File: src/hw/icache_pkg.sv
package icache_pkg;

    // ****************************************
    // cache geometry
    // ****************************************
    localparam int ADDR_W     = 32;
    localparam int NUM_WAYS   = 2;
    localparam int NUM_SETS   = 64;
    localparam int WAY_W      = $clog2(NUM_WAYS);
    localparam int INDEX_W    = $clog2(NUM_SETS);
    localparam int OFFSET_W   = 4;
    localparam int TAG_W      = ADDR_W - INDEX_W - OFFSET_W;
    localparam int LINE_W     = 128;
    localparam int WORD_W     = 64;
    localparam int FIFO_DEPTH = 4;
    localparam int FIFO_PTR_W = $clog2(FIFO_DEPTH);

    // ****************************************
    // read bus constants
    // ****************************************
    localparam int               ID_W           = 8;
    localparam logic [ID_W-1:0]  BUS_ID         = 8'd3;
    localparam logic [7:0]       BUS_LEN        = 8'd1;
    localparam logic [2:0]       BUS_SIZE       = 3'd3;
    localparam logic [1:0]       BUS_BURST_INCR = 2'b01;
    localparam logic [1:0]       RESP_OKAY      = 2'd0;
    localparam logic [1:0]       RESP_FAULT     = 2'd3;

    typedef struct packed {
        logic [ADDR_W-1:0] addr;
    } fetch_req_t;

    typedef struct packed {
        logic [1:0]        resp;
        logic [WORD_W-1:0] data;
    } fetch_resp_t;

    typedef struct packed {
        logic [INDEX_W-1:0] index;
        logic [WAY_W-1:0]   way;
        logic [TAG_W-1:0]   tag;
        logic [LINE_W-1:0]  line;
    } line_write_t;

    // addr is line aligned, word_sel picks the upper half
    typedef struct packed {
        logic [ADDR_W-1:0] addr;
        logic              word_sel;
    } refill_req_t;

    typedef struct packed {
        logic [1:0]        resp;
        logic [WORD_W-1:0] data;
    } refill_done_t;

    function automatic logic [TAG_W-1:0] addr_tag(input logic [ADDR_W-1:0] addr);
        return addr[ADDR_W-1:ADDR_W-TAG_W];
    endfunction

    function automatic logic [INDEX_W-1:0] addr_index(input logic [ADDR_W-1:0] addr);
        return addr[OFFSET_W+INDEX_W-1:OFFSET_W];
    endfunction

endpackage

File: src/hw/icache_lookup.sv
`timescale 1ns/1ps

module icache_lookup
    import icache_pkg::*;
(
    input  logic                             clk,
    input  logic                             rst_n,
    input  logic                             req_valid,
    input  fetch_req_t                       req,
    output logic                             req_ready,
    output logic                             rd_en,
    output logic [INDEX_W-1:0]               rd_index,
    input  logic [NUM_WAYS-1:0][TAG_W-1:0]   rd_tags,
    input  logic [NUM_WAYS-1:0][LINE_W-1:0]  rd_lines,
    input  logic [NUM_WAYS-1:0]              rd_valid,
    output logic                             miss_valid,
    output refill_req_t                      miss,
    input  logic                             done_valid,
    input  refill_done_t                     done,
    output logic                             resp_push,
    output fetch_resp_t                      resp,
    input  logic                             resp_full,
    output logic                             idle
);

    logic                            stage_valid;
    fetch_req_t                      stage_req;
    logic                            hold_q;
    logic                            hold_load;
    logic                            miss_sent;
    logic                            fill_valid;
    refill_done_t                    fill_q;
    logic [NUM_WAYS-1:0][TAG_W-1:0]  hold_tags;
    logic [NUM_WAYS-1:0][LINE_W-1:0] hold_lines;
    logic [NUM_WAYS-1:0]             hold_valid;
    logic [NUM_WAYS-1:0][TAG_W-1:0]  use_tags;
    logic [NUM_WAYS-1:0][LINE_W-1:0] use_lines;
    logic [NUM_WAYS-1:0]             use_valid;
    logic [NUM_WAYS-1:0]             way_hit;
    logic                            hit;
    logic [LINE_W-1:0]               hit_line;
    logic [WORD_W-1:0]               hit_word;

    // pop straight into the array read
    assign req_ready = !stage_valid || resp_push;
    assign rd_en     = req_valid && req_ready;
    assign rd_index  = addr_index(req.addr);

    // ****************************************
    // tag compare
    // ****************************************
    assign use_tags  = hold_q ? hold_tags  : rd_tags;
    assign use_lines = hold_q ? hold_lines : rd_lines;
    assign use_valid = hold_q ? hold_valid : rd_valid;

    always_comb begin
        hit_line = '0;
        for (int w = 0; w < NUM_WAYS; w++) begin
            way_hit[w] = use_valid[w] && (use_tags[w] == addr_tag(stage_req.addr));
            if (way_hit[w]) begin
                hit_line = hit_line | use_lines[w];
            end
        end
    end

    assign hit      = |way_hit;
    assign hit_word = stage_req.addr[3] ? hit_line[LINE_W-1:WORD_W] : hit_line[WORD_W-1:0];

    assign miss_valid    = stage_valid && !hit && !miss_sent;
    assign miss.addr     = {stage_req.addr[ADDR_W-1:OFFSET_W], {OFFSET_W{1'b0}}};
    assign miss.word_sel = stage_req.addr[3];

    // refill result wins once it has come back
    assign resp_push = stage_valid && !resp_full && (fill_valid || hit);
    assign resp.resp = fill_valid ? fill_q.resp : RESP_OKAY;
    assign resp.data = fill_valid ? fill_q.data : hit_word;

    // first data cycle that does not retire
    assign hold_load = stage_valid && !hold_q && !resp_push;
    assign idle      = !stage_valid;

    always_ff @(posedge clk or negedge rst_n) begin
        if (!rst_n) begin
            stage_valid <= 1'b0;
            hold_q      <= 1'b0;
            miss_sent   <= 1'b0;
            fill_valid  <= 1'b0;
        end else begin
            if (rd_en) begin
                stage_valid <= 1'b1;
            end else if (resp_push) begin
                stage_valid <= 1'b0;
            end
            if (rd_en) begin
                hold_q <= 1'b0;
            end else if (hold_load) begin
                hold_q <= 1'b1;
            end
            if (resp_push) begin
                miss_sent  <= 1'b0;
                fill_valid <= 1'b0;
            end else begin
                if (miss_valid) begin
                    miss_sent <= 1'b1;
                end
                if (done_valid) begin
                    fill_valid <= 1'b1;
                end
            end
        end
    end

    always_ff @(posedge clk) begin
        if (rd_en) begin
            stage_req <= req;
        end
        if (hold_load) begin
            hold_tags  <= rd_tags;
            hold_lines <= rd_lines;
            hold_valid <= rd_valid;
        end
        if (done_valid) begin
            fill_q <= done;
        end
    end

endmodule

File: config.mk
export PLATFORM = sky130hd
export DESIGN_NAME = icache_lookup
export DESIGN_NICKNAME = d
export VERILOG_FILES = /design/src/hw/icache_pkg.sv /design/src/hw/icache_lookup.sv
export SDC_FILE = /design/constraint.sdc
export NUM_CORES = 1
export LEC_CHECK = 0
export BUFFER_PORTS_ARGS = -buffer_cell sky130_fd_sc_hd__buf_2
export CORE_MARGIN = 3
export CORE_UTILIZATION = 43
export DETAILED_ROUTE_END_ITERATION = 8
export PLACE_DENSITY_LB_ADDON = 0.25
export RECOVER_POWER = 100
export SLEW_MARGIN = 20
export SYNTH_ARGS = -nofsm -noshare
export SYNTH_HDL_FRONTEND = slang
export SYNTH_SLANG_ARGS = --single-unit
File: constraint.sdc
create_clock -name clk -period 18.2 [get_ports clk]
set_input_delay 3.64 -clock clk [delete_from_list [all_inputs] [get_ports clk]]
set_output_delay 3.64 -clock clk [all_outputs]
set_load 0.1 [all_outputs]
# After elaboration in Yosys (flattened, before gate mapping)
# Index checks and enable logic that the tools add are counted.
[totals]
regBits = 404
[op_classes]
muxes = 16
n_eq_ne = 2
bitwise_logic = 1
reduce_logical = 22
[op_table]
columns = ["cell", "n"]
rows = [
  ["$mux W128", 2],
  ["$mux W256", 1],
  ["$mux W64", 2],
  ["$or A128 B128 Y128", 1],
  ["$eq A22 B22 Y1", 2],
  ["$mux W44", 1],
  ["$logic_and A1 B1 Y1", 9],
  ["$mux W1", 8],
  ["$reduce_bool A2 Y1", 4],
  ["$logic_not A1 Y1", 6],
  ["$mux W2", 2],
  ["$logic_or A1 B1 Y1", 2],
  ["$reduce_or A2 Y1", 1],
]

# Longest topological paths before layout
[logic_depth]
ltp_word = 10
mapped_depth = 12

# Worst setup path after synthesis
# Ideal clock, no wire load.
[synth_timing]
path_kind = "input port to flip-flop"
startpoint = "input rd_tags[18] (netlist bit)"
endpoint = "register hold_lines[0] (netlist bit), enable pin"
setup_slack_ps = -987
t_required_ps = 17233
t_arrival_ps = 18220
setup_time_ps = 967
stages = 7
path_cell_list = "mux2i_1 xnor2_1 or4_1 nor4_1 nand4_1 a41oi_1 nor2_1"
[synth_via]
elab_chain_len = 8
[synth_lines]
columns = ["item", "line", "source"]
rows = [
  ["start: declaration", "icache_lookup.sv:13", "input logic [NUM_WAYS-1:0][TAG_W-1:0] rd_tags,"],
  ["$mux W44", "icache_lookup.sv:52", "assign use_tags = hold_q ? hold_tags : rd_tags;"],
  ["$eq A22 B22 Y1", "icache_lookup.sv:59", "way_hit[w] = use_valid[w] && (use_tags[w] == addr_tag(stage_req.addr));"],
  ["$logic_and A1 B1 Y1", "icache_lookup.sv:59", ""],
  ["$reduce_or A2 Y1", "icache_lookup.sv:66", "assign hit = |way_hit;"],
  ["$logic_or A1 B1 Y1", "icache_lookup.sv:74", "assign resp_push = stage_valid && !resp_full && (fill_valid || hit);"],
  ["$logic_and A1 B1 Y1", "icache_lookup.sv:74", ""],
  ["$logic_not A1 Y1", "icache_lookup.sv:79", "assign hold_load = stage_valid && !hold_q && !resp_push;"],
  ["$logic_and A1 B1 Y1", "icache_lookup.sv:79", ""],
  ["via hold_load", "icache_lookup.sv:29", "logic hold_load;"],
  ["end signal: assignment", "icache_lookup.sv:119", "hold_lines <= rd_lines;"],
  ["end: declaration", "icache_lookup.sv:34", "logic [NUM_WAYS-1:0][LINE_W-1:0] hold_lines;"],
]
# The timed path passes the listed nets, and every way through them passes these cells.
# A chain may end at the register's enable or synchronous reset.

# Worst setup path in the final report
[layout_timing]
startpoint = "input rd_tags[42] (netlist bit)"
endpoint = "output rd_en"
[layout_via]
elab_chain_len = 8
[layout_lines]
columns = ["item", "line", "source"]
rows = [
  ["$mux W44", "icache_lookup.sv:52", ""],
  ["$eq A22 B22 Y1", "icache_lookup.sv:59", ""],
  ["$logic_and A1 B1 Y1", "icache_lookup.sv:59", ""],
  ["$reduce_or A2 Y1", "icache_lookup.sv:66", ""],
  ["$logic_or A1 B1 Y1", "icache_lookup.sv:74", ""],
  ["$logic_and A1 B1 Y1", "icache_lookup.sv:74", ""],
  ["$logic_or A1 B1 Y1", "icache_lookup.sv:45", "assign req_ready = !stage_valid || resp_push;"],
  ["$logic_and A1 B1 Y1", "icache_lookup.sv:46", "assign rd_en = req_valid && req_ready;"],
  ["end: declaration", "icache_lookup.sv:11", "output logic rd_en,"],
]
# Every way passes these cells.

==> impl_metrics.json <==
{
  "outcome": "finished, violations left",
  "violations": "max-capacitance violations, max-slew violations",
  "port_buffers": 507,
  "p_switching_w": 0.0008371,
  "slowest_stage": "clkbuf_1",
  "worstSetupEndpointType": "output port",
  "path_cells": "clkbuf_1 -> mux2i_1 -> xnor2_1 -> nor4_1 -> nand4_1 -> or3_2 -> clkbuf_1 -> a41oi_1 -> and2_0 -> clkbuf_1 -> clkbuf_1",
  "yosys_warnings": 0,
  "power.density_nw_per_um2": 122.1,
  "io_pins": 515,
  "ys.flop_type": "edfxtp_1",
  "synth_top_area_share_pct": 66.82,
  "whs_ns": 0.5163,
  "synth_area_leader_cell": "edfxtp_1",
  "num_rows": 73,
  "cts.repair_timing.setup_buffer_count": 0,
  "hp-class": "reg2reg",
  "avgViaCountPerCell": 5.576,
  "cts_max_level": 2,
  "synth_cells": 1017,
  "drive_gt1_share_pct": 28.80,
  "syn_area_sq_um": 17840,
  "grt_pass1_vias": 12240,
  "period_needed_ns": 14.02,
  "die_height_um": 209.7,
  "critPathTopFamily": "buffers and inverters",
  "drt-initial-drc-count": 726,
  "cts_buffer_depth": 3,
  "drc": 0,
  "clk_pin_slew_worst_paths_ns": 0.05,
  "seq_power_share_pct": 43.4,
  "gr-total-overflow": 0,
  "cts_resized": 0,
  "internal_power_w": 0.001838,
  "cp_max_fo": 65,
  "drv_slew": 390,
  "ys_async_sr_fraction_pct": 0.9975,
  "cp.arrival_ns": 10.38,
  "crit_buf_inv": 4,
  "finalHoldViolations": 0,
  "root_buffer": "clkbuf_16",
  "synth_seq_area_share_pct": 67.38,
  "max-cap-violations": 7,
  "fin_skew_ns": 0.01659,
  "grt_use_total_pct": 22.28,
  "cts_hold_buf": 0,
  "nets": 1915,
  "die_area_sq_um": 43970,
  "fillCellCount": 3491,
  "pre_cts_slack_ns": 7.513,
  "final-setup-viol-count": 0,
  "synth_area_leaders": "edfxtp_1 (67%), mux4_2 (16%), nand2_1 (2.8%)",
  "die-width_um": 209.7,
  "path_class": "in2out",
  "tightest_slew_ns": 4.609,
  "max_stage_delay_ns": 1.53,
  "antenna_found_initial": 21,
  "synth-edff-count": 397,
  "worst_ir_drop_vdd_mv": 0.09218,
  "cts_buffers": 45,
  "core-area_sq_um": 40370,
  "wirelength_um": 50040,
  "post-route-period-util_pct": 77.01,
  "start_kind": "input pin",
  "max_freq_ghz": 0.07135,
  "switching_share_pct": 31.29,
  "leakagePower_nw": 8.010,
  "relSlewSlack_pct": -207.3,
  "clock_power_share_pct": 33.4,
  "synth_area_per_cell_sq_um": 17.54,
  "p_comb_share_pct": 23.3,
  "detail-route-antenna-nets": 0,
  "crit_path_frequent_cell": "clkbuf_1",
  "clk_latency_ns": 0.56,
  "firstDrtPassIters": 5,
  "synth.distinct_cells": 35,
  "hpwl_um": 34480,
  "start_util_pct": 44.19,
  "grt_pass1_wl_um": 74640,
  "rsz0062_at_grt": "no",
  "gp_congestion": 0.8565,
  "r2r_slack_ns": 6.55,
  "setup_tns_ns": 0,
  "setup_ws_ns": 4.184,
  "syn2layout_area_growth_pct": 22.81,
  "wire_per_inst_um": 24.01,
  "synth_most_common_cell": "edfxtp_1",
  "cts_tree": "built",
  "clock_sinks": 401,
  "cp.required_ns": 14.56,
  "synth_seq_cells": 401,
  "vias": 11620,
  "grt_start_max_net_pins": 82,
  "synthTopCellsByCount": "edfxtp_1 (397), nand2_1 (133), mux4_2 (128), a21o_1 (64), o22ai_1 (64)"
}
## kinds of logic (layout without fill, tap and decap cells)
kind of cell | Yosys count | count (layout) | synth area share (%)
buffers and inverters | 87 | 612 | 2.258
AND/OR/NAND/NOR | 172 | 172 | 4.173
XOR/XNOR | 42 | 42 | 2.062
other | 1 | 18 | 0.02102
AO/OA/AOI/OAI | 143 | 143 | 5.533
multiplexers | 171 | 171 | 18.57
flip-flops | 401 | 401 | 67.38
## layout by cell type (no fill, tap or decap), types with 4 or more instances in the layout
master and count:
edfxtp_1 397, nand4_1 4, xor2_1 4, nand2_1 133, conb_1 4, a21o_1 64
clkinv_2 9, buf_2 237, diode_2 14, o22ai_1 64, nor4_1 11, clkinv_1 13
o21ai_0 4, buf_4 10, bufinv_16 5, mux4_2 128, mux2i_1 43, clkbuf_16 45
or4_1 5, xnor2_1 38, inv_1 6, clkbuf_1 278
## tightest hold or removal path, stage by stage (launching register included)
cell	delay, ns
dfrtp_1	0.37
inv_1	0.05
a21oi_1	0.05
## area by class of cell
type / instances / area, sq um / share of cell area (%)
Timing Repair Buffer: 523 / 2297 / 10.48
Clock buffer: 49 / 1141 / 5.208
Clock inverter: 33 / 294.0 / 1.342
Multi-Input combinational cell: 532 / 5430 / 24.78
Sequential cell: 401 / 12030 / 54.89
Inverter: 7 / 28.78 / 0.1313
Tap cell: 525 / 656.9 / 2.998
Antenna cell: 14 / 35.03 / 0.1599
## worst paths after layout
kind / start / endpoint / cells past startpoint
setup reg to reg: hold_q / hold_lines[175] / 10
min in group asynchronous: rst_n / hold_q / 1
max in group asynchronous: rst_n / hold_q / 1
hold / removal: miss_sent / miss_sent / 2
setup / recovery: rd_tags[42] / rd_en / 11
hold reg to reg: miss_sent / miss_sent / 2
## sequential cells by signal, indices dropped and copies added, names as in the netlist
name and count:
hold_valid 2, fill_valid 1, stage_req 29, hold_q 1
stage_valid 1, fill_q 66, hold_lines 256, hold_tags 44
miss_sent 1
## metal layers
layer  global-route usage (%)  routed length (um)  up-vias  share of wire [%]
met1                    29.07               19260     5892                 38
met2                    36.43               25190      502                 50
li1                         -                   -     5129                  -
met5                        0                  83        -               0.17
met4                    7.575                1158       14                2.3
met3                    6.009                4351       84                8.7
## power groups by stage
stage	combinational (W)	sequential, W	clock, W
after floorplan	0.000468	0.00121	0
after global placement	0.000633	0.00117	0
after detailed placement	0.000639	0.00117	0
after CTS	0.000640	0.00116	0.000913
after global routing	0.000661	0.00117	0.000953
final	0.000623	0.00116	0.000892
## metrics by stage
stage	std cells	power [W]	cell area [sq um]	utilization, %
floorplan	1020	0.001678	17860	-
global placement	1988	0.001804	20820	51.56
detailed placement	1988	0.001813	20820	51.56
CTS	2070	0.002709	22250	55.12
global route	2080	0.002783	21900	54.25
finish	2084	0.002675	21910	54.27
No activity file was read; power rests on OpenSTA's default activity.
