--- src/hw/icache_pkg.sv ---
package icache_pkg;

    // ****************************************
    // cache geometry
    // ****************************************
    localparam int ADDR_W     = 32;
    localparam int NUM_WAYS   = 2;
    localparam int NUM_SETS   = 64;
    localparam int WAY_W      = $clog2(NUM_WAYS);
    localparam int INDEX_W    = $clog2(NUM_SETS);
    localparam int OFFSET_W   = 4;
    localparam int TAG_W      = ADDR_W - INDEX_W - OFFSET_W;
    localparam int LINE_W     = 128;
    localparam int WORD_W     = 64;
    localparam int FIFO_DEPTH = 4;
    localparam int FIFO_PTR_W = $clog2(FIFO_DEPTH);

    // ****************************************
    // read bus constants
    // ****************************************
    localparam int               ID_W           = 8;
    localparam logic [ID_W-1:0]  BUS_ID         = 8'd3;
    localparam logic [7:0]       BUS_LEN        = 8'd1;
    localparam logic [2:0]       BUS_SIZE       = 3'd3;
    localparam logic [1:0]       BUS_BURST_INCR = 2'b01;
    localparam logic [1:0]       RESP_OKAY      = 2'd0;
    localparam logic [1:0]       RESP_FAULT     = 2'd3;

    typedef struct packed {
        logic [ADDR_W-1:0] addr;
    } fetch_req_t;

    typedef struct packed {
        logic [1:0]        resp;
        logic [WORD_W-1:0] data;
    } fetch_resp_t;

    typedef struct packed {
        logic [INDEX_W-1:0] index;
        logic [WAY_W-1:0]   way;
        logic [TAG_W-1:0]   tag;
        logic [LINE_W-1:0]  line;
    } line_write_t;

    // addr is line aligned, word_sel picks the upper half
    typedef struct packed {
        logic [ADDR_W-1:0] addr;
        logic              word_sel;
    } refill_req_t;

    typedef struct packed {
        logic [1:0]        resp;
        logic [WORD_W-1:0] data;
    } refill_done_t;

    function automatic logic [TAG_W-1:0] addr_tag(input logic [ADDR_W-1:0] addr);
        return addr[ADDR_W-1:ADDR_W-TAG_W];
    endfunction

    function automatic logic [INDEX_W-1:0] addr_index(input logic [ADDR_W-1:0] addr);
        return addr[OFFSET_W+INDEX_W-1:OFFSET_W];
    endfunction

endpackage

--- src/hw/icache_refill.sv ---
`timescale 1ns/1ps

module icache_refill
    import icache_pkg::*;
(
    input  logic              clk,
    input  logic              rst_n,
    input  logic              miss_valid,
    input  refill_req_t       miss,
    output logic              done_valid,
    output refill_done_t      done,
    output logic              wr_en,
    output line_write_t       wr,
    output logic              idle,
    output logic              icache_arvalid,
    input  logic              icache_arready,
    output logic [ADDR_W-1:0] icache_araddr,
    output logic [7:0]        icache_arlen,
    output logic [2:0]        icache_arsize,
    output logic [1:0]        icache_arburst,
    output logic [ID_W-1:0]   icache_arid,
    input  logic              icache_rvalid,
    output logic              icache_rready,
    input  logic [ID_W-1:0]   icache_rid,
    input  logic [1:0]        icache_rresp,
    input  logic [WORD_W-1:0] icache_rdata,
    input  logic              icache_rlast
);

    typedef enum logic [2:0] {
        S_IDLE,
        S_ADDR,
        S_BEAT0,
        S_BEAT1,
        S_WRITE,
        S_DONE
    } state_t;

    state_t            state;
    logic              fault_q;
    logic              beat;
    logic              beat_bad;
    logic [7:0]        lfsr_q;
    logic [ADDR_W-1:0] addr_q;
    logic              word_sel_q;
    logic [LINE_W-1:0] line_q;

    // beats carrying another id are not ours
    assign beat     = icache_rvalid && icache_rready && (icache_rid == BUS_ID);
    assign beat_bad = icache_rresp != RESP_OKAY;

    // ****************************************
    // miss FSM
    // ****************************************
    always_ff @(posedge clk or negedge rst_n) begin
        if (!rst_n) begin
            state   <= S_IDLE;
            fault_q <= 1'b0;
        end else begin
            case (state)
                S_IDLE: begin
                    if (miss_valid) begin
                        state   <= S_ADDR;
                        fault_q <= 1'b0;
                    end
                end
                S_ADDR: begin
                    if (icache_arready) begin
                        state <= S_BEAT0;
                    end
                end
                S_BEAT0: begin
                    if (beat) begin
                        fault_q <= beat_bad;
                        state   <= S_BEAT1;
                        // burst cut short, no line to keep
                        if (icache_rlast) begin
                            fault_q <= 1'b1;
                            state   <= S_DONE;
                        end
                    end
                end
                S_BEAT1: begin
                    if (beat) begin
                        if (beat_bad || !icache_rlast) begin
                            fault_q <= 1'b1;
                        end
                        if (icache_rlast) begin
                            state <= (fault_q || beat_bad) ? S_DONE : S_WRITE;
                        end
                    end
                end
                S_WRITE: begin
                    state <= S_DONE;
                end
                S_DONE: begin
                    state <= S_IDLE;
                end
                default: begin
                    state <= S_IDLE;
                end
            endcase
        end
    end

    always_ff @(posedge clk) begin
        if ((state == S_IDLE) && miss_valid) begin
            addr_q     <= miss.addr;
            word_sel_q <= miss.word_sel;
        end
        if (beat && (state == S_BEAT0)) begin
            line_q[WORD_W-1:0] <= icache_rdata;
        end
        if (beat && (state == S_BEAT1)) begin
            line_q[LINE_W-1:WORD_W] <= icache_rdata;
        end
    end

    // victim pick, x^8 + x^6 + x^5 + x^4 + 1
    always_ff @(posedge clk or negedge rst_n) begin
        if (!rst_n) begin
            lfsr_q <= 8'h01;
        end else begin
            lfsr_q <= {lfsr_q[6:0], lfsr_q[7] ^ lfsr_q[5] ^ lfsr_q[4] ^ lfsr_q[3]};
        end
    end

    // ****************************************
    // outputs
    // ****************************************
    assign icache_arvalid = (state == S_ADDR);
    assign icache_araddr  = addr_q;
    assign icache_arlen   = BUS_LEN;
    assign icache_arsize  = BUS_SIZE;
    assign icache_arburst = BUS_BURST_INCR;
    assign icache_arid    = BUS_ID;
    assign icache_rready  = 1'b1;

    assign wr_en    = (state == S_WRITE);
    assign wr.index = addr_index(addr_q);
    assign wr.way   = lfsr_q[WAY_W-1:0];
    assign wr.tag   = addr_tag(addr_q);
    assign wr.line  = line_q;

    assign done_valid = (state == S_DONE);
    assign done.resp  = fault_q ? RESP_FAULT : RESP_OKAY;
    assign done.data  = word_sel_q ? line_q[LINE_W-1:WORD_W] : line_q[WORD_W-1:0];
    assign idle       = (state == S_IDLE);

endmodule

--- config.mk ---
export PLATFORM = sky130hd
export DESIGN_NAME = icache_refill
export DESIGN_NICKNAME = d
export VERILOG_FILES = /design/src/hw/icache_pkg.sv /design/src/hw/icache_refill.sv
export SDC_FILE = /design/constraint.sdc
export NUM_CORES = 1
export LEC_CHECK = 0
export BUFFER_PORTS_ARGS = -buffer_cell sky130_fd_sc_hd__clkbuf_2
export CAP_MARGIN = 30
export CORE_AREA = 5 5 150 152
export DETAILED_ROUTE_END_ITERATION = 7
export DIE_AREA = 0 0 155 157
export PLACE_DENSITY_LB_ADDON = 0.3
export SLEW_MARGIN = 5
export SYNTH_ARGS = -nofsm -noshare
export SYNTH_HDL_FRONTEND = slang
export SYNTH_SLANG_ARGS = --single-unit
--- constraint.sdc ---
create_clock -name clk -period 5.4 [get_ports clk]
set_clock_uncertainty 0.15 [all_clocks]
set_input_delay 0.27 -clock clk [delete_from_list [all_inputs] [get_ports clk]]
set_output_delay 0.27 -clock clk [all_outputs]
set_load 0.02 [all_outputs]
Word-level counts from Yosys, hierarchy flattened
Index checks and enable logic that the tools add are counted.

Register bits after elaboration: 173. Input bits: 113. Output and inout port bits: 281. Logic and storage cells: 50.

Eq/ne operators: 12. Muxes and demuxes: 16. Bitwise operators: 3. Reductions and logical operators: 12.

Operators with widths (count): 64-bit two-way mux (1); 3-bit two-way mux (6); 3-bit case mux with 5 select lines (1); 2-bit != test (second input constant) (5); 5-bit AND reduction (2); 8-bit by 2-bit equality test with 1-bit output (second input constant) (1); 3-bit by 2-bit equality test with 1-bit output (second input constant) (2); 3-bit equality test (second input constant) (2); 1-bit two-way mux (6); 1-bit logical AND (4); 3-bit by 1-bit equality test with 1-bit output (second input constant) (1); 3-bit logical NOT (1); 1-bit case mux with 3 select lines (1); 3-bit nonzero test (1); 1-bit bitwise XOR (3); 1-bit logical OR (2); 2-bit two-way mux (1); 2-bit by 1-bit != test with 1-bit output (second input constant) (1); 2-bit nonzero test (1); 1-bit logical NOT (1).

Longest topological paths before layout
Gate-level depths: netlist (run 1).

Word-level depth: 6. Gate-level depth with buffers: 5. Depth with buffers taken out: 4.

Worst setup path before layout (run 1)
No wires, ideal clock.

Kind: input port to flip-flop. From: in icache_rid[2]. To: reg line_q[0] (enable). Library setup time: 0.486 ns. Arrival: 3.912 ns. Data required time: 4.764 ns. Slack: 0.851 ns. Cell stages on the path: 4. Buffers on the path: 0. Cells stage by stage: or4_4 -> nor4_4 -> nand2_1 -> nor2_1.

Cells in the longest elaborated chain, start to end: 3.

RTL lines: from (decl) (line icache_refill.sv:24) `input logic [ID_W-1:0] icache_rid,`; 8-bit by 2-bit equality test with 1-bit output (line icache_refill.sv:49) `assign beat = icache_rvalid && icache_rready && (icache_rid == BUS_ID);`; 1-bit logical AND (line icache_refill.sv:49); 1-bit logical AND (line icache_refill.sv:111) `if (beat && (state == S_BEAT0)) begin`; to (signal, indexed assignment) (line icache_refill.sv:112) `line_q[WORD_W-1:0] <= icache_rdata;`; to (signal, indexed assignment) (line icache_refill.sv:115) `line_q[LINE_W-1:WORD_W] <= icache_rdata;`; to (decl) (line icache_refill.sv:46) `logic [LINE_W-1:0] line_q;`.

Every way passes these cells. A chain may end at the register's enable or synchronous reset.

==> results.cfg, run 1 <==
[timing]
whs_ns = 0.1148
rsz0062_at_grt = no
worst_pin_slew_ns = 0.9236
max_freq_ghz = 0.3978
hold_viol = 0
fin_crit_sh = 0.4655
finalMaxSlewViolations = 0
slew-limit-headroom = 0.3843
setup_viol = 0
fin_crit_ns = 2.514
final.setup.tns_ns = 0

[global_route]
grtUsageMet3 = 0.03547
antenna_found_initial = 0
use_met1 = 0.1632
grt_start_max_net_pins = 65
grt_pass1_wl_um = 26850
track_usage = 0.1442
grt_pass1_vias = 4736
busiest_layer = met2
gr-usage-met2 = 0.2640
grt_overflow_total = 0

[clock_network]
cts.sinks = 173
clock_latency_ns = 0.42
cts_setup_buffers = 0
cts_buffers = 17
cts_tree = done
htree_levels = 4
cts.clk_slew.worst_paths_ns = 0.07
clk_path_buf_depth = 2
root_buffer = clkbuf_16

[synth]
synth_commonest_cells = 161 x edfxtp_1, 64 x mux2_2, 53 x buf_4
synth_largest_area_cell = edfxtp_1
ys.warnings.count = 0
synthCells = 344
synth_top_flop_cell = edfxtp_1
yosysUniqueCellTypes = 31
synth_area_leaders = edfxtp_1 74%, mux2_2 11%, buf_4 6.1%
synth.avg_cell_area_um2 = 19.10
synthDominantCellAreaShare = 0.7359
synthesis.area_um2 = 6570
post-synth-top-count-cell = edfxtp_1
synth-edff-count = 161
async_flop_share = 0.06936
synth_seq_cells = 173
seq_area_frac_synth = 0.7818

[routing]
drtAntennaViolNets = 0
firstDrtPassIters = 4
drt_iter0_drc = 235
routed_via_density = 4.225
drc = 0
wl_um = 18640
num_vias = 4576
post_drt_wl_per_cell_um = 17.21

[floorplanning]
core_area_um2 = 20890
die_w_um = 155
start_util = 0.3145
io_pins = 394
die_h_um = 157
die-area_um2 = 24340
rows = 53

[placed_design]
io_buffers = 371
place_congestion = 0.7682
hpwlAfterDp_um = 13830

[worst_setup_path]
crit_type = reg -> out
critical_path.startpoint_type = flip-flop
r2r-end = line_q[67]$_DFFE_PP_
crit_fanout = 64
crit_path_end_kind = primary output
r2r_setup_slack_ns = 3.00
cp_data_arrival_time_ns = 2.09
crit_end = done[3]
r2r-start = state[1]$_DFFE_PN0P_
cp-startpoint = word_sel_q$_DFFE_PP_
r2r_cells = 4
required_ns = 4.98

[power]
power.density_nw_per_um2 = 275.8
ir_drop_uv = 185.1
power_leakage_nw = 4.295
finalPower_mw = 2.764

[finish]
n_antenna_cell = 0
final_net_count = 908
drive_above_1_share = 0.5903
syn_to_final_growth_pct = 52.52
postLayoutCoreUtil = 0.4797

[min_path]
hold_class = in -> async

[run]
drv_cap = 0

[run_status]
status = completed
## final cells by class
type | instances | area, µm²
inverters | 3 | 11.26
multi-input cells | 125 | 1069
repair buffers | 475 | 2888
fillers | 1833 | 10870
flip-flops and latches | 173 | 5136
clock inverters | 14 | 143.9
well taps | 275 | 344.1
clock buffers | 18 | 429.2
## per-layer routing
metal  up-vias  routed length [µm]
li1       2138                   -
met1      2201                6930
met2       217               10140
met3        20                1258
met4         0                 315
met5         -                   0
## worst min path at each step
stage | endpoint | slack, ns | depth (start not counted)
final | fault_q$_DFFE_PN0P_ | 0.11 | 2
after global routing | lfsr_q[4]$_DFF_PN0_ | 0.14 | 2
after CTS | lfsr_q[5]$_DFF_PN0_ | 0.10 | 2
after detailed placement | state[2]$_DFFE_PN0P_ | 0.03 | 1
after global placement | fault_q$_DFFE_PN0P_ | 0.02 | 1
after floorplan | fault_q$_DFFE_PN0P_ | -0.18 | 0
## critical path, stage by stage, from the launching register on
cell	delay, ns
edfxtp_1	0.32
buf_4	0.63
mux2_2	0.43
clkbuf_2	0.17
## state kept, by name, indices dropped and copies added (netlist names)
register and flops:
fault_q 1, icache_araddr 32, lfsr_q 8, line_q 128, state 3, word_sel_q 1
## kinds of logic after synthesis
group / synth area share
buf+inv: 0.06932
xor+xnor: 0.004000
simple gates: 0.02400
mux: 0.1097
compound gates: 0.01009
other cells: 0.001143
flops: 0.7818
## metrics by stage
step	cell area, µm²	setup WS [ns]	cells
finish	10020	2.886	1083
detailed placement	8447	2.532	951
global placement	8447	2.574	951
floorplan	6645	0.8514	364
global route	10020	2.797	1083
CTS	10020	2.863	1083
## timing repair
item | 4_1_cts | 5_1_grt
hold endpoints to repair | 175 | 0
gates resized for setup | 0 | 0
hold buffers | 100 | 0
## cell usage in the layout, fill, tap and decap left out, types with 2 or more instances in the layout
master,synthesis,final
clkinv_8,0,2
dfrtp_1,11,11
mux2_2,64,64
dlygate4sd3_1,0,100
nor2_1,6,4
nand2_1,4,4
o21ai_0,2,2
inv_1,3,3
inv_8,0,4
conb_1,2,22
and3_1,3,3
clkbuf_2,0,371
xnor2_1,2,2
buf_4,53,4
clkbuf_16,0,17
nor2_4,0,2
nor3_1,6,6
clkinvlp_4,0,3
edfxtp_1,161,161
inv_6,0,4
## report_power, final
| part | switching, mW | internal [mW] |
|---|---|---|
| Clock | 0.548 | 0.615 |
| Combinational | 0.0541 | 0.0800 |
| Sequential | 0.00165 | 1.46 |
| Total | 0.604 | 2.16 |
No activity file was read; power rests on OpenSTA's default activity.
==> run 2: changes to the inputs <==
Settings changed: CORE_AREA 5 5 150 152 to 5 5 148 150, DIE_AREA 0 0 155 157 to 0 0 153 155.
Clock period 5.4 ns to 2.3 ns, I/O delays scaled along.
==> run 2 against run 1 <==
Effect of this change: largest power group unchanged; sequential share of layout area shrank 0.80 points; via count grew 2.6%; global-route usage grew 1.4 points; critical path type unchanged; first-iteration DRC count shrank 22%.
==> results.cfg, run 2 (same netlist as run 1, synthesis figures left out) <==
[placed_design]
place_ws_ns = 0.09495
place_congestion = 0.8317
hpwlAfterDp_um = 14430
io_buffers = 371
post-place-cells = 954

[worst_setup_path]
path_cells = buf_4, mux2_2, clkbuf_2
cp_data_arrival_time_ns = 1.78
crit_fanout = 33
r2r-start = state[1]$_DFFE_PN0P_
required_ns = 2.04
r2r_cells = 5
cp_top_family = buffers and inverters
r2r_setup_slack_ns = 0.31
crit_type = reg -> out
crit_path_end_kind = primary output
worstPathBufferInverterCount = 2
cpPeakStageDelay_ns = 0.42
critical_path.startpoint_type = flip-flop
slowest_stage = mux2_2
r2r-end = fault_q$_DFFE_PN0P_

[timing]
slew-limit-headroom = 0.6593
hold_viol = 0
worst_slack_ns = 0.2573
finalMaxSlewViolations = 0
max_freq_ghz = 0.4896
fin_crit_sh = 0.8881
setup_viol = 0
rsz0062_at_grt = no
worst_pin_slew_ns = 0.5094
whs_ns = 0.02913
fin_crit_ns = 2.043

[min_path]
hold_class = in -> async

[global_route]
grt_pass1_wl_um = 29250
antenna_found_initial = 0
grt_overflow_total = 0
grt_start_max_net_pins = 41
track_usage = 0.1579
grt_pass1_vias = 5206

[finish]
n_antenna_cell = 0
syn_to_final_growth_pct = 54.94
seq_area_um2 = 5136
multi_input_area_um2 = 1072
final_net_count = 919
most-common-layout-cells = 371 x clkbuf_2, 161 x edfxtp_1, 108 x dlygate4sd3_1, 64 x mux2_2, 22 x conb_1
num-fill-cells = 1798
fin_cells = 1094
top_register = line_q
drive_above_1_share = 0.5885
mostFrequentLayoutCell = clkbuf_2
largest_register_ffs = 128

[routing]
drt_iter0_drc = 183
drtAntennaViolNets = 0
post_drt_wl_per_cell_um = 17.56
firstDrtPassIters = 4
wl_um = 19210
num_vias = 4697
routed_via_density = 4.293
drc = 0

[floorplanning]
io_pins = 394
core_area_um2 = 20560
die_w_um = 153
die-area_um2 = 23720
rows = 53
start_util = 0.3196
die_h_um = 155

[clock_network]
root_buffer = clkbuf_16
cts.sinks = 173
clock_latency_ns = 0.42
clk_path_buf_depth = 2
cts.clk_slew.worst_paths_ns = 0.07
cts_tree = done
htree_levels = 4
cts_resized = 0
cts_buffers = 17

[run]
drv_cap = 0

[power]
power_leakage_nw = 4.360
ir_drop_uv = 468.5
power.density_nw_per_um2 = 639.5

[run_status]
status = completed
==> run 2: cell types whose count changed in the layout (fill, tap and decap cells not counted), sizes merged <==
| cell | previous run | this run |
|---|---|---|
| dlygate4sd3 | 100 | 108 |
| buf | 4 | 7 |
| clkinv | 3 | 6 |
| clkinvlp | 3 | 1 |
| inv | 11 | 10 |
==> run 2: repair_timing <==
action | in CTS | in global routing
hold buffers | 108 | 0
buffers inserted | 0 | 0
hold endpoints to repair | 177 | 0
==> run 2: worst max-delay path by stage <==
stage / from / endpoint / slack (ns) / cells after the start
finish: word_sel_q$_DFFE_PP_ / done[0] / 0.26 / 3
global route: word_sel_q$_DFFE_PP_ / done[0] / 0.16 / 3
CTS: word_sel_q$_DFFE_PP_ / done[0] / 0.22 / 3
detailed placement: icache_rid[2] / line_q[89]$_DFFE_PP_ / 0.09 / 6
global placement: icache_rid[2] / line_q[18]$_DFFE_PP_ / 0.13 / 6
floorplan: icache_rid[2] / line_q[100]$_DFFE_PP_ / -0.34 / 4
==> run 2: layer usage <==
layer  up-vias  routed length (µm)  GRT usage
met5         -                   0          0
met4         0                 409    0.05897
met3        37                1225    0.04645
met2       222               10360     0.2851
met1      2280                7220     0.1771
li1       2158                   -          -
==> run 2: stage by stage <==
step	setup TNS [ns]	power [mW]	util	area, µm²
final	0	6.510	0.4952	10180
after floorplan	-42.42	3.599	-	6664
after CTS	0	6.590	0.4952	10180
after global routing	0	6.766	0.4952	10180
after detailed placement	0	3.690	0.4146	8523
after global placement	0	3.682	0.4146	8523
==> run 2: where the power goes <==
part	internal (mW)	switching, mW	total [mW]
Combinational	0.197	0.135	0.332
Sequential	3.44	0.00430	3.44
Clock	1.45	1.29	2.73
Total	5.08	1.43	6.51
==> run 2: final cells by class <==
class / instances / area share
clock buffers: 18 / 0.04216
clock inverters: 14 / 0.01438
inverters: 3 / 0.001106
multi-input cells: 125 / 0.1053
flip-flops and latches: 173 / 0.5045
well taps: 275 / 0.03380
repair buffers: 486 / 0.2987
