`config.mk`:
```
export PLATFORM = sky130hd
export DESIGN_NAME = sync_fifo
export DESIGN_NICKNAME = d
export VERILOG_FILES = /design/src/hw/icache_pkg.sv /design/src/hw/sync_fifo.sv
export SDC_FILE = /design/constraint.sdc
export NUM_CORES = 1
export LEC_CHECK = 0
export BUFFER_PORTS_ARGS = -buffer_cell sky130_fd_sc_hd__clkbuf_2
export CAP_MARGIN = 40
export CORE_MARGIN = 4
export CORE_UTILIZATION = 51
export CTS_CLUSTER_DIAMETER = 120
export CTS_CLUSTER_SIZE = 40
export DETAILED_ROUTE_END_ITERATION = 10
export GPL_ROUTABILITY_DRIVEN = 0
export PLACE_DENSITY = 0.75
export SLEW_MARGIN = 40
export SYNTH_ARGS = -nofsm -noshare
export SYNTH_HDL_FRONTEND = slang
export SYNTH_SLANG_ARGS = --single-unit
```
`constraint.sdc`:
```
create_clock -name clk -period 2.3 [get_ports clk]
set_clock_uncertainty 0.15 [all_clocks]
set_input_delay 0.23 -clock clk [delete_from_list [all_inputs] [get_ports clk]]
set_output_delay 0.23 -clock clk [all_outputs]
set_load 0.01 [all_outputs]
```
`src/hw/icache_pkg.sv`:
```
package icache_pkg;

    // ****************************************
    // cache geometry
    // ****************************************
    localparam int ADDR_W     = 32;
    localparam int NUM_WAYS   = 2;
    localparam int NUM_SETS   = 64;
    localparam int WAY_W      = $clog2(NUM_WAYS);
    localparam int INDEX_W    = $clog2(NUM_SETS);
    localparam int OFFSET_W   = 4;
    localparam int TAG_W      = ADDR_W - INDEX_W - OFFSET_W;
    localparam int LINE_W     = 128;
    localparam int WORD_W     = 64;
    localparam int FIFO_DEPTH = 4;
    localparam int FIFO_PTR_W = $clog2(FIFO_DEPTH);

    // ****************************************
    // read bus constants
    // ****************************************
    localparam int               ID_W           = 8;
    localparam logic [ID_W-1:0]  BUS_ID         = 8'd3;
    localparam logic [7:0]       BUS_LEN        = 8'd1;
    localparam logic [2:0]       BUS_SIZE       = 3'd3;
    localparam logic [1:0]       BUS_BURST_INCR = 2'b01;
    localparam logic [1:0]       RESP_OKAY      = 2'd0;
    localparam logic [1:0]       RESP_FAULT     = 2'd3;

    typedef struct packed {
        logic [ADDR_W-1:0] addr;
    } fetch_req_t;

    typedef struct packed {
        logic [1:0]        resp;
        logic [WORD_W-1:0] data;
    } fetch_resp_t;

    typedef struct packed {
        logic [INDEX_W-1:0] index;
        logic [WAY_W-1:0]   way;
        logic [TAG_W-1:0]   tag;
        logic [LINE_W-1:0]  line;
    } line_write_t;

    // addr is line aligned, word_sel picks the upper half
    typedef struct packed {
        logic [ADDR_W-1:0] addr;
        logic              word_sel;
    } refill_req_t;

    typedef struct packed {
        logic [1:0]        resp;
        logic [WORD_W-1:0] data;
    } refill_done_t;

    function automatic logic [TAG_W-1:0] addr_tag(input logic [ADDR_W-1:0] addr);
        return addr[ADDR_W-1:ADDR_W-TAG_W];
    endfunction

    function automatic logic [INDEX_W-1:0] addr_index(input logic [ADDR_W-1:0] addr);
        return addr[OFFSET_W+INDEX_W-1:OFFSET_W];
    endfunction

endpackage

```
`src/hw/sync_fifo.sv`:
```
`timescale 1ns/1ps

module sync_fifo
    import icache_pkg::*;
#(
    parameter type payload_t = fetch_req_t
) (
    input  logic     clk,
    input  logic     rst_n,
    input  logic     push,
    input  payload_t push_data,
    output logic     full,
    input  logic     pop,
    output payload_t pop_data,
    output logic     empty
);

    payload_t             mem [FIFO_DEPTH];
    logic [FIFO_PTR_W:0]  wr_ptr;
    logic [FIFO_PTR_W:0]  rd_ptr;
    logic                 do_push;
    logic                 do_pop;

    assign do_push = push && !full;
    assign do_pop  = pop && !empty;

    // extra msb on each pointer tells full from empty
    always_ff @(posedge clk or negedge rst_n) begin
        if (!rst_n) begin
            wr_ptr <= '0;
            rd_ptr <= '0;
        end else begin
            if (do_push) begin
                wr_ptr <= wr_ptr + 1'b1;
            end
            if (do_pop) begin
                rd_ptr <= rd_ptr + 1'b1;
            end
        end
    end

    always_ff @(posedge clk) begin
        if (do_push) begin
            mem[wr_ptr[FIFO_PTR_W-1:0]] <= push_data;
        end
    end

    assign empty    = (wr_ptr == rd_ptr);
    assign full     = (wr_ptr[FIFO_PTR_W] != rd_ptr[FIFO_PTR_W]) &&
                      (wr_ptr[FIFO_PTR_W-1:0] == rd_ptr[FIFO_PTR_W-1:0]);
    assign pop_data = mem[rd_ptr[FIFO_PTR_W-1:0]];

endmodule

```
After elaboration in Yosys (flattened, before gate mapping):

Memories as Yosys holds them, arrays and structs flattened.
Index checks and enable logic that the tools add are counted.
Widths: inputs -> output; s select.

* multiplexer cells: 2
* $add $sub $neg: 2
* reductions and logical operators: 5
* equal/unequal tests: 3

Operators by type and width (count)
* $add 3x1->3 const B: 2
* $eq 3x3->1: 1
* $logic_and 1x1->1: 3
* $eq 2x2->1: 1
* $logic_not 1->1: 2
* $mux 1: 2
* $ne 1x1->1: 1

* input port bits: 36
* output and inout port bits: 34
* logic and storage cells: 15
* register bits after elaboration: 6
* bits in writable memories: 128
* memories: 1

Memory list
* mem: words 4, width 32, rd ports 1, clocked after Yosys merged registers in 0, wr ports 1, RTL line sync_fifo.sv:18 `payload_t mem [FIFO_DEPTH];`

Depth between registers and ports, before layout:

Gate-level depths: netlist (run 1).

* word-level depth: 6
* mapped depth: 5
* gate-level depth less buffers: 5

Worst setup path before layout (run 1):

Ideal clock, no wire load.

* kind: flip-flop to flip-flop
* from: reg rd_ptr[1]
* to: mem mem[1][0] (netlist bit), enable pin
* path slack: 0.074 ns
* cell stages (with the launch flop): 5
* path buffers: 1
* required time: 1.758 ns
* arrival: 1.684 ns
* library setup time: 0.392 ns
* cell sequence: dfrtp_1 buf_2 xnor2_2 nand3_2 and3_1

* cells in the longest elaborated chain, start to end: 6

RTL lines
* start, declared: RTL line sync_fifo.sv:20 `logic [FIFO_PTR_W:0] rd_ptr;`
* start signal, assigned: RTL line sync_fifo.sv:37 `rd_ptr <= rd_ptr + 1'b1;`
* $eq 2x2->1: RTL line sync_fifo.sv:50 `(wr_ptr[FIFO_PTR_W-1:0] == rd_ptr[FIFO_PTR_W-1:0]);`
* $logic_and 1x1->1: RTL line sync_fifo.sv:49 `assign full = (wr_ptr[FIFO_PTR_W] != rd_ptr[FIFO_PTR_W]) &&`
* $logic_not 1->1: RTL line sync_fifo.sv:24 `assign do_push = push && !full;`
* $logic_and 1x1->1: RTL line sync_fifo.sv:24
* $mux 1: RTL line sync_fifo.sv:43 `if (do_push) begin`
* $mux 1 (implied by the code): RTL line sync_fifo.sv:44 `mem[wr_ptr[FIFO_PTR_W-1:0]] <= push_data;`
* end, declared: RTL line sync_fifo.sv:18

No other way between the ends.

==> results.yml, run 1 <==
yosys:
  syn_avg_cell_area_sq_um: 23.78
  yosys.area.top_type: "edfxtp_1"
  synth_nets: 257
  yosysTopAreaCellShare: 0.7484
  synth_warnings: 0
  seq_area_frac_synth: 0.7776
  synth_seq_cells: 134
  synthTopCellsByArea: "edfxtp_1, mux4_2, dfrtp_1, ha_1, xnor2_2"
  syn_inst: 216
  yosysUniqueCellTypes: 28
  syn_area_sq_um: 5136
cts:
  clock-sinks: 134
  cts_tree: "done"
  cts_max_path_buffers: 2
  cts_max_level: 4
  cts.reportedPaths.clkPinSlew_ns: 0.06
  ctsRootBufferMaster: "clkbuf_8"
  clk_latency_ns: 0.50
  cts_made_buffers: 17
sta:
  fin_ws_ns: 0.07150
  grt_setup_unrepaired: "yes"
  holdWs_ns: 0.3340
  fin_crit_ns: 2.228
  finalHoldViolations: 0
  slew_violations: 0
  max_freq_ghz: 0.4487
  worstMarginPinSlew_ns: 0.3790
  finalSetupViolations: 0
  setup_tns_ns: 0
  post-route-period-util: 0.9689
  slew_headroom: 0.7455
setup_path:
  reg2reg_from: "wr_ptr[1]"
  worst_ep_arrival_time_ns: 1.85
  crit_chain: "buf_12 > mux4_2 > clkbuf_2"
  ff2ff_path_depth: 4
  reg2reg_to: "mem[2][31]"
  crit_path_top_delay_cell: "mux4_2"
  cp-start-kind: "flip-flop"
  critical_path_required_ns: 1.92
  slowest_delay_ns: 0.53
  critical_path_class: "flip-flop to output pin"
  ff2ff_setup_slack_ns: 0.32
  worst-path-buf-inv: 2
  path_max_fanout: 20
  endpoint_kind: "output pin"
  critical_path.top_delay_family: "multiplexers"
global_route:
  busiest_layer: "met2"
  grt_max_degree: 38
  grt_pass1_vias: 2732
  grt_usage: 0.1751
  grt_first_pass_wirelength_um: 14590
  grt_use_met1: 0.2187
  grt_use_met3: 0.06209
  grt_antenna_before_repair: 0
  grtUsageMet2: 0.2886
  grt-ovfl-total: 0
die:
  start_util: 0.5255
  die_w_um: 108.4
  fp.dieArea_sq_um: 11740
  pin_count: 70
  dieHeight_um: 108.4
  rows: 36
  core_area_sq_um: 9774
power_and_ir_drop:
  p_clk_frac: 0.284
  p_switching_mw: 2.623
  p_per_area_nw_per_um2: 1305
  swShare: 0.3013
  p_int_mw: 6.083
  pwr-share-comb: 0.319
  p_seq_frac: 0.397
  peakVddDrop_mv: 0.7870
  leakagePower_nw: 2.376
final_layout:
  layout_common_cells: "edfxtp_1, clkbuf_2, dlygate4sd3_1, mux4_2, clkbuf_16"
  final_common_cell: "edfxtp_1"
  antenna_cells: 0
  filler_cell_count: 628
  fin_nets: 385
  drive_above_1_share: 0.4410
  finalNonFillerCells: 489
  finish.utilization: 0.6825
  synthToLayoutAreaGrowth_pct: 29.89
route:
  ant_nets: 0
  drt-pass1-iter-count: 6
  drt-total-wl_um: 9265
  remaining_drc_errors: 0
  avgViaCountPerCell: 5.227
  vias: 2556
  drtIter0Drc: 149
  routedWlPerCell_um: 18.95
place:
  io_buffers: 69
  dp_slack_ns: 0.2961
  place_inst: 422
  dp_hpwl_um: 5752
min_path:
  hold_path_class: "primary input to flip-flop"
  worstHoldPathCells: 2
  holdPathEnd: "mem[2][19]"
  hp-start: "push_data[19]"
status:
  status: "complete, no violations"
flow_run:
  maxCapViolations: 0
==> logic make-up (layout without fill, tap and decap cells) <==
family | after synthesis | in the layout | synth area share
buffers and inverters | 12 | 152 | 0.01340
DFF | 134 | 134 | 0.7776
and+or+nand+nor | 11 | 11 | 0.01267
adders and majority gates | 5 | 5 | 0.01218
muxes | 32 | 32 | 0.1403
AOI/OAI and AO/OA | 13 | 13 | 0.02265
xor gates and xnor gates | 9 | 9 | 0.02119
==> cell type report <==
class / instances / area (sq um) / area share
Timing Repair Buffer: 117 / 843.3 / 0.1264
Clock buffer: 17 / 414.1 / 0.06208
Sequential cell: 134 / 3996 / 0.5990
Inverter: 4 / 15.01 / 0.002251
Clock inverter: 14 / 135.1 / 0.02026
Multi-Input combinational cell: 70 / 1101 / 0.1650
Tap cell: 133 / 166.4 / 0.02494
==> cell usage after synthesis <==
| cell | instances |
|---|---|
| a211oi_1 | 1 |
| a211oi_2 | 1 |
| a21o_2 | 1 |
| a21oi_1 | 4 |
| a31oi_1 | 1 |
| a31oi_4 | 1 |
| and2_1 | 1 |
| and3_1 | 3 |
| buf_2 | 4 |
| buf_4 | 3 |
| buf_6 | 1 |
| dfrtp_1 | 6 |
| edfxtp_1 | 128 |
| ha_1 | 5 |
| inv_1 | 4 |
| mux4_2 | 32 |
| nand2_1 | 1 |
| nand2b_1 | 2 |
| nand3_1 | 1 |
| nand3_2 | 1 |
| nor2_1 | 1 |
| nor3_1 | 1 |
| o31ai_1 | 2 |
| o31ai_2 | 2 |
| xnor2_1 | 3 |
| xnor2_2 | 2 |
| xor2_1 | 2 |
| xor2_2 | 2 |
==> worst max-delay path by stage <==
stage	startpoint	to	depth (start not counted)
floorplan	rd_ptr[1]	mem[1][0]	4
global placement	rd_ptr[2]	mem[2][3]	4
detailed placement	rd_ptr[2]	mem[2][4]	4
CTS	rd_ptr[0]	pop_data[5]	3
global route	rd_ptr[0]	pop_data[25]	3
finish	rd_ptr[0]	pop_data[25]	3
==> power by group through the flow <==
stage	sequential, mW	combinational, mW	clock (mW)
6_report	3.46	2.77	2.47
5_1_grt	3.51	3.00	2.64
4_1_cts	3.45	2.79	2.52
3_5_place_dp	3.49	2.70	0
3_3_place_gp	3.46	2.66	0
2_1_floorplan	3.43	1.81	0
==> timing repair <==
item,CTS,global route
endpoints found under the setup margin,33,19
resized for setup,4,5
buffers inserted,0,0
endpoints found under the hold margin,139,0
hold buffers,36,0
==> worst reg2reg max path, cell delays in order (launching register included) <==
cell,delay [ns]
dfrtp_1,0.49
xnor2_2,0.32
nand3_2,0.16
and3_2,0.36
buf_12,0.22
==> metal layers <==
metal  wire length, um  share of wire
met1              3869           0.42
met2              4835           0.52
met3               472          0.051
met4                87         0.0094
met5                 0              0
==> state kept, by name, indices dropped and copies added (netlist names) <==
register	cells
wr_ptr	3
rd_ptr	3
mem	128
==> through the flow <==
step / power, mW / instance area [sq um]
after detailed placement: 6.196 / 5715
after floorplan: 5.239 / 5136
after global routing: 9.146 / 6671
after global placement: 6.115 / 5715
after CTS: 8.766 / 6641
final: 8.706 / 6671
Note: power is estimated with default switching activity, not from simulation.
==> run 2: changes to the inputs <==
- PLACE_DENSITY: 0.75 -> 0.81
==> run 2 against run 1 <==
Non-clock buffer count shrank 6. Global-route usage shrank 0.25 points. Sequential share of layout area grew 0.42 points. Register-to-register slack is essentially flat. First-iteration DRC count grew 2.0%. Die area is the same. Routed wire length shrank 0.78%. Clock-buffer cell count grew 1. Combinational power is essentially flat. Core utilization shrank 0.47 points. Total power shrank 1.4%. Critical endpoint is now pop_data[26]. Largest power group unchanged.
==> results.yml, run 2 (same netlist as run 1, synthesis figures left out) <==
final_layout:
  final_design_area_no_fill_sq_um: 6625
  synthToLayoutAreaGrowth_pct: 28.99
  antenna_cells: 0
  finish.utilization: 0.6778
  final_common_cell: "edfxtp_1"
  largest_reg_flops: 128
  drive_above_1_share: 0.4343
  layout_common_cells: "edfxtp_1, clkbuf_2, dlygate4sd3_1, mux4_2, clkbuf_16"
  fin_nets: 379
status:
  status: "complete, no violations"
die:
  start_util: 0.5255
  dieHeight_um: 108.4
  core_area_sq_um: 9774
  die_w_um: 108.4
  fp.dieArea_sq_um: 11740
  rows: 36
  pin_count: 70
setup_path:
  critical_path_required_ns: 1.92
  worst-path-buf-inv: 2
  path_max_fanout: 9
  cp-start-kind: "flip-flop"
  ff2ff_setup_slack_ns: 0.33
  crit_chain: "clkbuf_16 > mux4_2 > clkbuf_2"
  critical_path_class: "flip-flop to output pin"
  crit_path_top_delay_cell: "mux4_2"
  critical_path.top_delay_family: "multiplexers"
  ff2ff_path_depth: 3
  slowest_delay_ns: 0.52
  endpoint_kind: "output pin"
  reg2reg_to: "mem[0][19]"
  worst_ep_arrival_time_ns: 1.90
  reg2reg_from: "wr_ptr[0]"
sta:
  slew_headroom: 0.6596
  holdWs_ns: 0.3219
  post-route-period-util: 0.9898
  grt_setup_unrepaired: "yes"
  slew_violations: 0
  fin_crit_ns: 2.277
  finalSetupViolations: 0
  max_freq_ghz: 0.4393
  fin_ws_ns: 0.02345
  worstMarginPinSlew_ns: 0.5106
  finalHoldViolations: 0
cts:
  ctsRootBufferMaster: "clkbuf_8"
  cts_made_buffers: 17
  clk_latency_ns: 0.51
  cts_max_path_buffers: 2
  clock-sinks: 134
  cts_setup_buffers: 0
  cts_max_level: 4
  cts_tree: "done"
  cts.reportedPaths.clkPinSlew_ns: 0.06
power_and_ir_drop:
  p_int_mw: 5.963
  pwr-share-comb: 0.320
  finalPower_mw: 8.586
  p_per_area_nw_per_um2: 1296
  peakVddDrop_mv: 0.8327
  leakagePower_nw: 2.335
  swShare: 0.3054
  p_clk_frac: 0.276
  p_switching_mw: 2.622
  p_seq_frac: 0.403
global_route:
  grt_first_pass_wirelength_um: 14630
  grt_usage: 0.1726
  grt_max_degree: 38
  grt_pass1_vias: 2721
  grt-ovfl-total: 0
  grt_antenna_before_repair: 0
route:
  routedWlPerCell_um: 19.03
  drtIter0Drc: 152
  drt-pass1-iter-count: 4
  drt-total-wl_um: 9193
  avgViaCountPerCell: 5.275
  ant_nets: 0
  remaining_drc_errors: 0
  vias: 2548
min_path:
  hp-start: "push_data[26]"
  hold_path_class: "primary input to flip-flop"
  holdPathEnd: "mem[3][26]"
  worstHoldPathCells: 2
place:
  io_buffers: 69
  placed_cell_area_sq_um: 5655
  dp_hpwl_um: 5269
  dp_slack_ns: 0.07330
flow_run:
  maxCapViolations: 0
[run 2: cell count changes in the layout (fill, tap and decap cells not counted), moves of 2 or more]
cell        before  now
and3_4           0    3
clkinvlp_4       2    4
buf_4            7    1
and3_2           3    0
clkinv_1         4    2
[run 2: how the worst max path moves through the flow]
stage,depth (start not counted),end,start
2_1_floorplan,4,mem[1][0],rd_ptr[1]
3_3_place_gp,3,mem[0][13],wr_ptr[0]
3_5_place_dp,3,mem[0][25],wr_ptr[0]
4_1_cts,3,pop_data[20],rd_ptr[0]
5_1_grt,3,pop_data[11],rd_ptr[0]
6_report,3,pop_data[26],rd_ptr[0]
[run 2: power groups by stage]
| stage | Combinational [mW] | Clock, mW | Sequential (mW) |
|---|---|---|---|
| 2_1_floorplan | 1.81 | 0 | 3.43 |
| 3_3_place_gp | 2.56 | 0 | 3.46 |
| 3_5_place_dp | 2.58 | 0 | 3.50 |
| 4_1_cts | 2.72 | 2.41 | 3.47 |
| 5_1_grt | 2.99 | 2.53 | 3.51 |
| 6_report | 2.75 | 2.37 | 3.46 |
[run 2: final cells by class]
cell class / count / area (sq um)
clock buffers: 18 / 417.9
clock inverters: 13 / 108.9
fillers: 617 / 3149
inverters: 4 / 15.01
multi-input cells: 70 / 1101
flip-flops and latches: 134 / 3996
well taps: 133 / 166.4
repair buffers: 111 / 819.5
[run 2: worst register-to-register path, stage by stage, from the launching register on]
cell     delay, ns
dfrtp_1       0.49
xnor2_2       0.26
nand3_2       0.15
and3_4        0.54
[run 2: through the flow]
stage                     cells  setup TNS (ns)
after detailed placement    414               0
after CTS                   482        -0.09895
final                       483               0
after global placement      414               0
after floorplan             216               0
after global routing        483         -0.9392
[run 2: routing by layer]
layer  vias to the layer above  share of wire  track usage
met5                         -              0            0
met4                         0          0.015      0.06492
met3                        13          0.056      0.05672
met2                        85           0.52       0.2909
met1                      1292           0.41       0.2088
li1                       1158              -            -
[run 2: timing repair]
action | CTS | global route
gates resized for setup | 2 | 3
endpoints found under the hold margin | 139 | 0
cloned | 1 | 1
hold buffers | 36 | 0
endpoints found under the setup margin | 33 | 27
==> run 3: changes to the inputs <==
- PLACE_DENSITY: 0.81 -> 0.82
==> run 3 against run 2 <==
Sequential share of layout area shrank 0.74 points. Clock power grew 14%. Global-route usage grew 0.55 points. Final area grew 1.2%. Routed wire length grew 2.7%. Sequential power is essentially flat. Critical endpoint unchanged. Largest cell class unchanged. Highest routed layer unchanged.
==> results.yml, run 3 (same netlist as run 1, synthesis figures left out) <==
route:
  avgViaCountPerCell: 5.273
  remaining_drc_errors: 0
  ant_nets: 0
  routedWlPerCell_um: 19.23
  drt-total-wl_um: 9441
  vias: 2589
  drt-pass1-iter-count: 4
  drtIter0Drc: 122
global_route:
  grt-ovfl-total: 0
  grt_usage: 0.1780
  grt_antenna_before_repair: 0
  grt_first_pass_wirelength_um: 14970
  grt_max_degree: 29
  grt_pass1_vias: 2791
cts:
  clk_latency_ns: 0.51
  cts_max_level: 4
  cts_made_buffers: 17
  cts_max_path_buffers: 2
  cts_tree: "done"
  ctsRootBufferMaster: "clkbuf_8"
  cts.reportedPaths.clkPinSlew_ns: 0.06
  cts_setup_buffers: 0
  clock-sinks: 134
setup_path:
  critical_path_class: "flip-flop to output pin"
  path_max_fanout: 14
  worst_ep_arrival_time_ns: 1.89
  critical_path_required_ns: 1.92
  ff2ff_setup_slack_ns: 0.33
  cp-start-kind: "flip-flop"
  endpoint_kind: "output pin"
final_layout:
  largest_reg_flops: 128
  layout_common_cells: "edfxtp_1, clkbuf_2, dlygate4sd3_1, mux4_2, clkbuf_16"
  fin_nets: 386
  antenna_cells: 0
  final_common_cell: "edfxtp_1"
  drive_above_1_share: 0.4385
  synthToLayoutAreaGrowth_pct: 30.60
  final_design_area_no_fill_sq_um: 6708
status:
  status: "complete, no violations"
flow_run:
  maxCapViolations: 0
die:
  pin_count: 70
  start_util: 0.5255
  die_w_um: 108.4
  rows: 36
  fp.dieArea_sq_um: 11740
  dieHeight_um: 108.4
  core_area_sq_um: 9774
power_and_ir_drop:
  peakVddDrop_mv: 0.7117
  leakagePower_nw: 2.403
  p_per_area_nw_per_um2: 1328
sta:
  post-route-period-util: 0.9886
  finalHoldViolations: 0
  fin_crit_ns: 2.274
  slew_headroom: 0.7086
  fin_ws_ns: 0.02626
  max_freq_ghz: 0.4398
  worstMarginPinSlew_ns: 0.4367
  grt_setup_unrepaired: "yes"
  slew_violations: 0
  finalSetupViolations: 0
min_path:
  hold_path_class: "primary input to flip-flop"
place:
  dp_slack_ns: 0.3411
  placed_cell_area_sq_um: 5703
  dp_hpwl_um: 5659
  io_buffers: 69
[run 3: cell types whose count changed in the layout (fill, tap and decap cells not counted), moves of 2 or more]
| cell | delta |
|---|---|
| buf_6 | +2 |
| clkinv_2 | -2 |
| and3_2 | +3 |
| and3_4 | -3 |
| clkinv_1 | +2 |
| buf_4 | +7 |
| clkinvlp_4 | -2 |
| bufinv_16 | +3 |
[run 3: final cells by class]
cell class,instances,area [sq um]
Multi-Input combinational cell,70,1082
Sequential cell,134,3996
Clock buffer,18,417.9
Fill cell,626,3067
Timing Repair Buffer,118,848.3
Inverter,4,15.01
Clock inverter,14,181.4
Tap cell,133,166.4
[run 3: repair_timing]
item / in CTS / in global routing
gates resized for setup: 2 / 4
setup endpoints to repair: 21 / 27
cloned: 0 / 1
hold buffers: 36 / 0
endpoints found under the hold margin: 139 / 0
[run 3: power breakdown]
group / switching [mW] / internal [mW]
logic: 1.46 / 1.29
clock network: 0.950 / 1.75
registers: 0.203 / 3.26
total: 2.62 / 6.29
[run 3: final timing paths]
check                         startpoint      endpoint  depth (start not counted)
min in group asynchronous          rst_n     rd_ptr[1]                          3
max in group asynchronous          rst_n     rd_ptr[0]                          3
min reg2reg                    wr_ptr[2]     wr_ptr[2]                          1
min                        push_data[24]    mem[0][24]                          2
max reg2reg                    wr_ptr[0]    mem[0][19]                          4
max                            rd_ptr[0]  pop_data[26]                          3
[run 3: per-stage QoR]
| step | instances | utilization | hold slack [ns] | power [mW] | TNS (ns) |
|---|---|---|---|---|---|
| 3_3_place_gp | 422 | 0.5835 | -0.07680 | 6.065 | 0 |
| 3_5_place_dp | 422 | 0.5835 | -0.07650 | 6.151 | 0 |
| 5_1_grt | 491 | 0.6863 | 0.3148 | 9.372 | -0.7700 |
| 4_1_cts | 490 | 0.6824 | 0.2960 | 8.930 | -0.1605 |
| 6_report | 491 | 0.6863 | 0.3186 | 8.909 | 0 |
| 2_1_floorplan | 216 | - | -0.2156 | 5.239 | 0 |
[run 3: critical path, stage by stage, from the launching register on]
cell and delay, ns:
dfrtp_2 0.47, clkbuf_16 0.24, mux4_2 0.52, clkbuf_2 0.15
[run 3: routing by layer]
layer	vias to the layer above	share of wire	wire length (um)	track usage
li1	1163	-	-	-
met1	1320	0.41	3865	0.2203
met2	86	0.51	4862	0.2909
met3	20	0.054	507	0.06209
met4	0	0.022	206	0.06943
met5	-	0	0	0
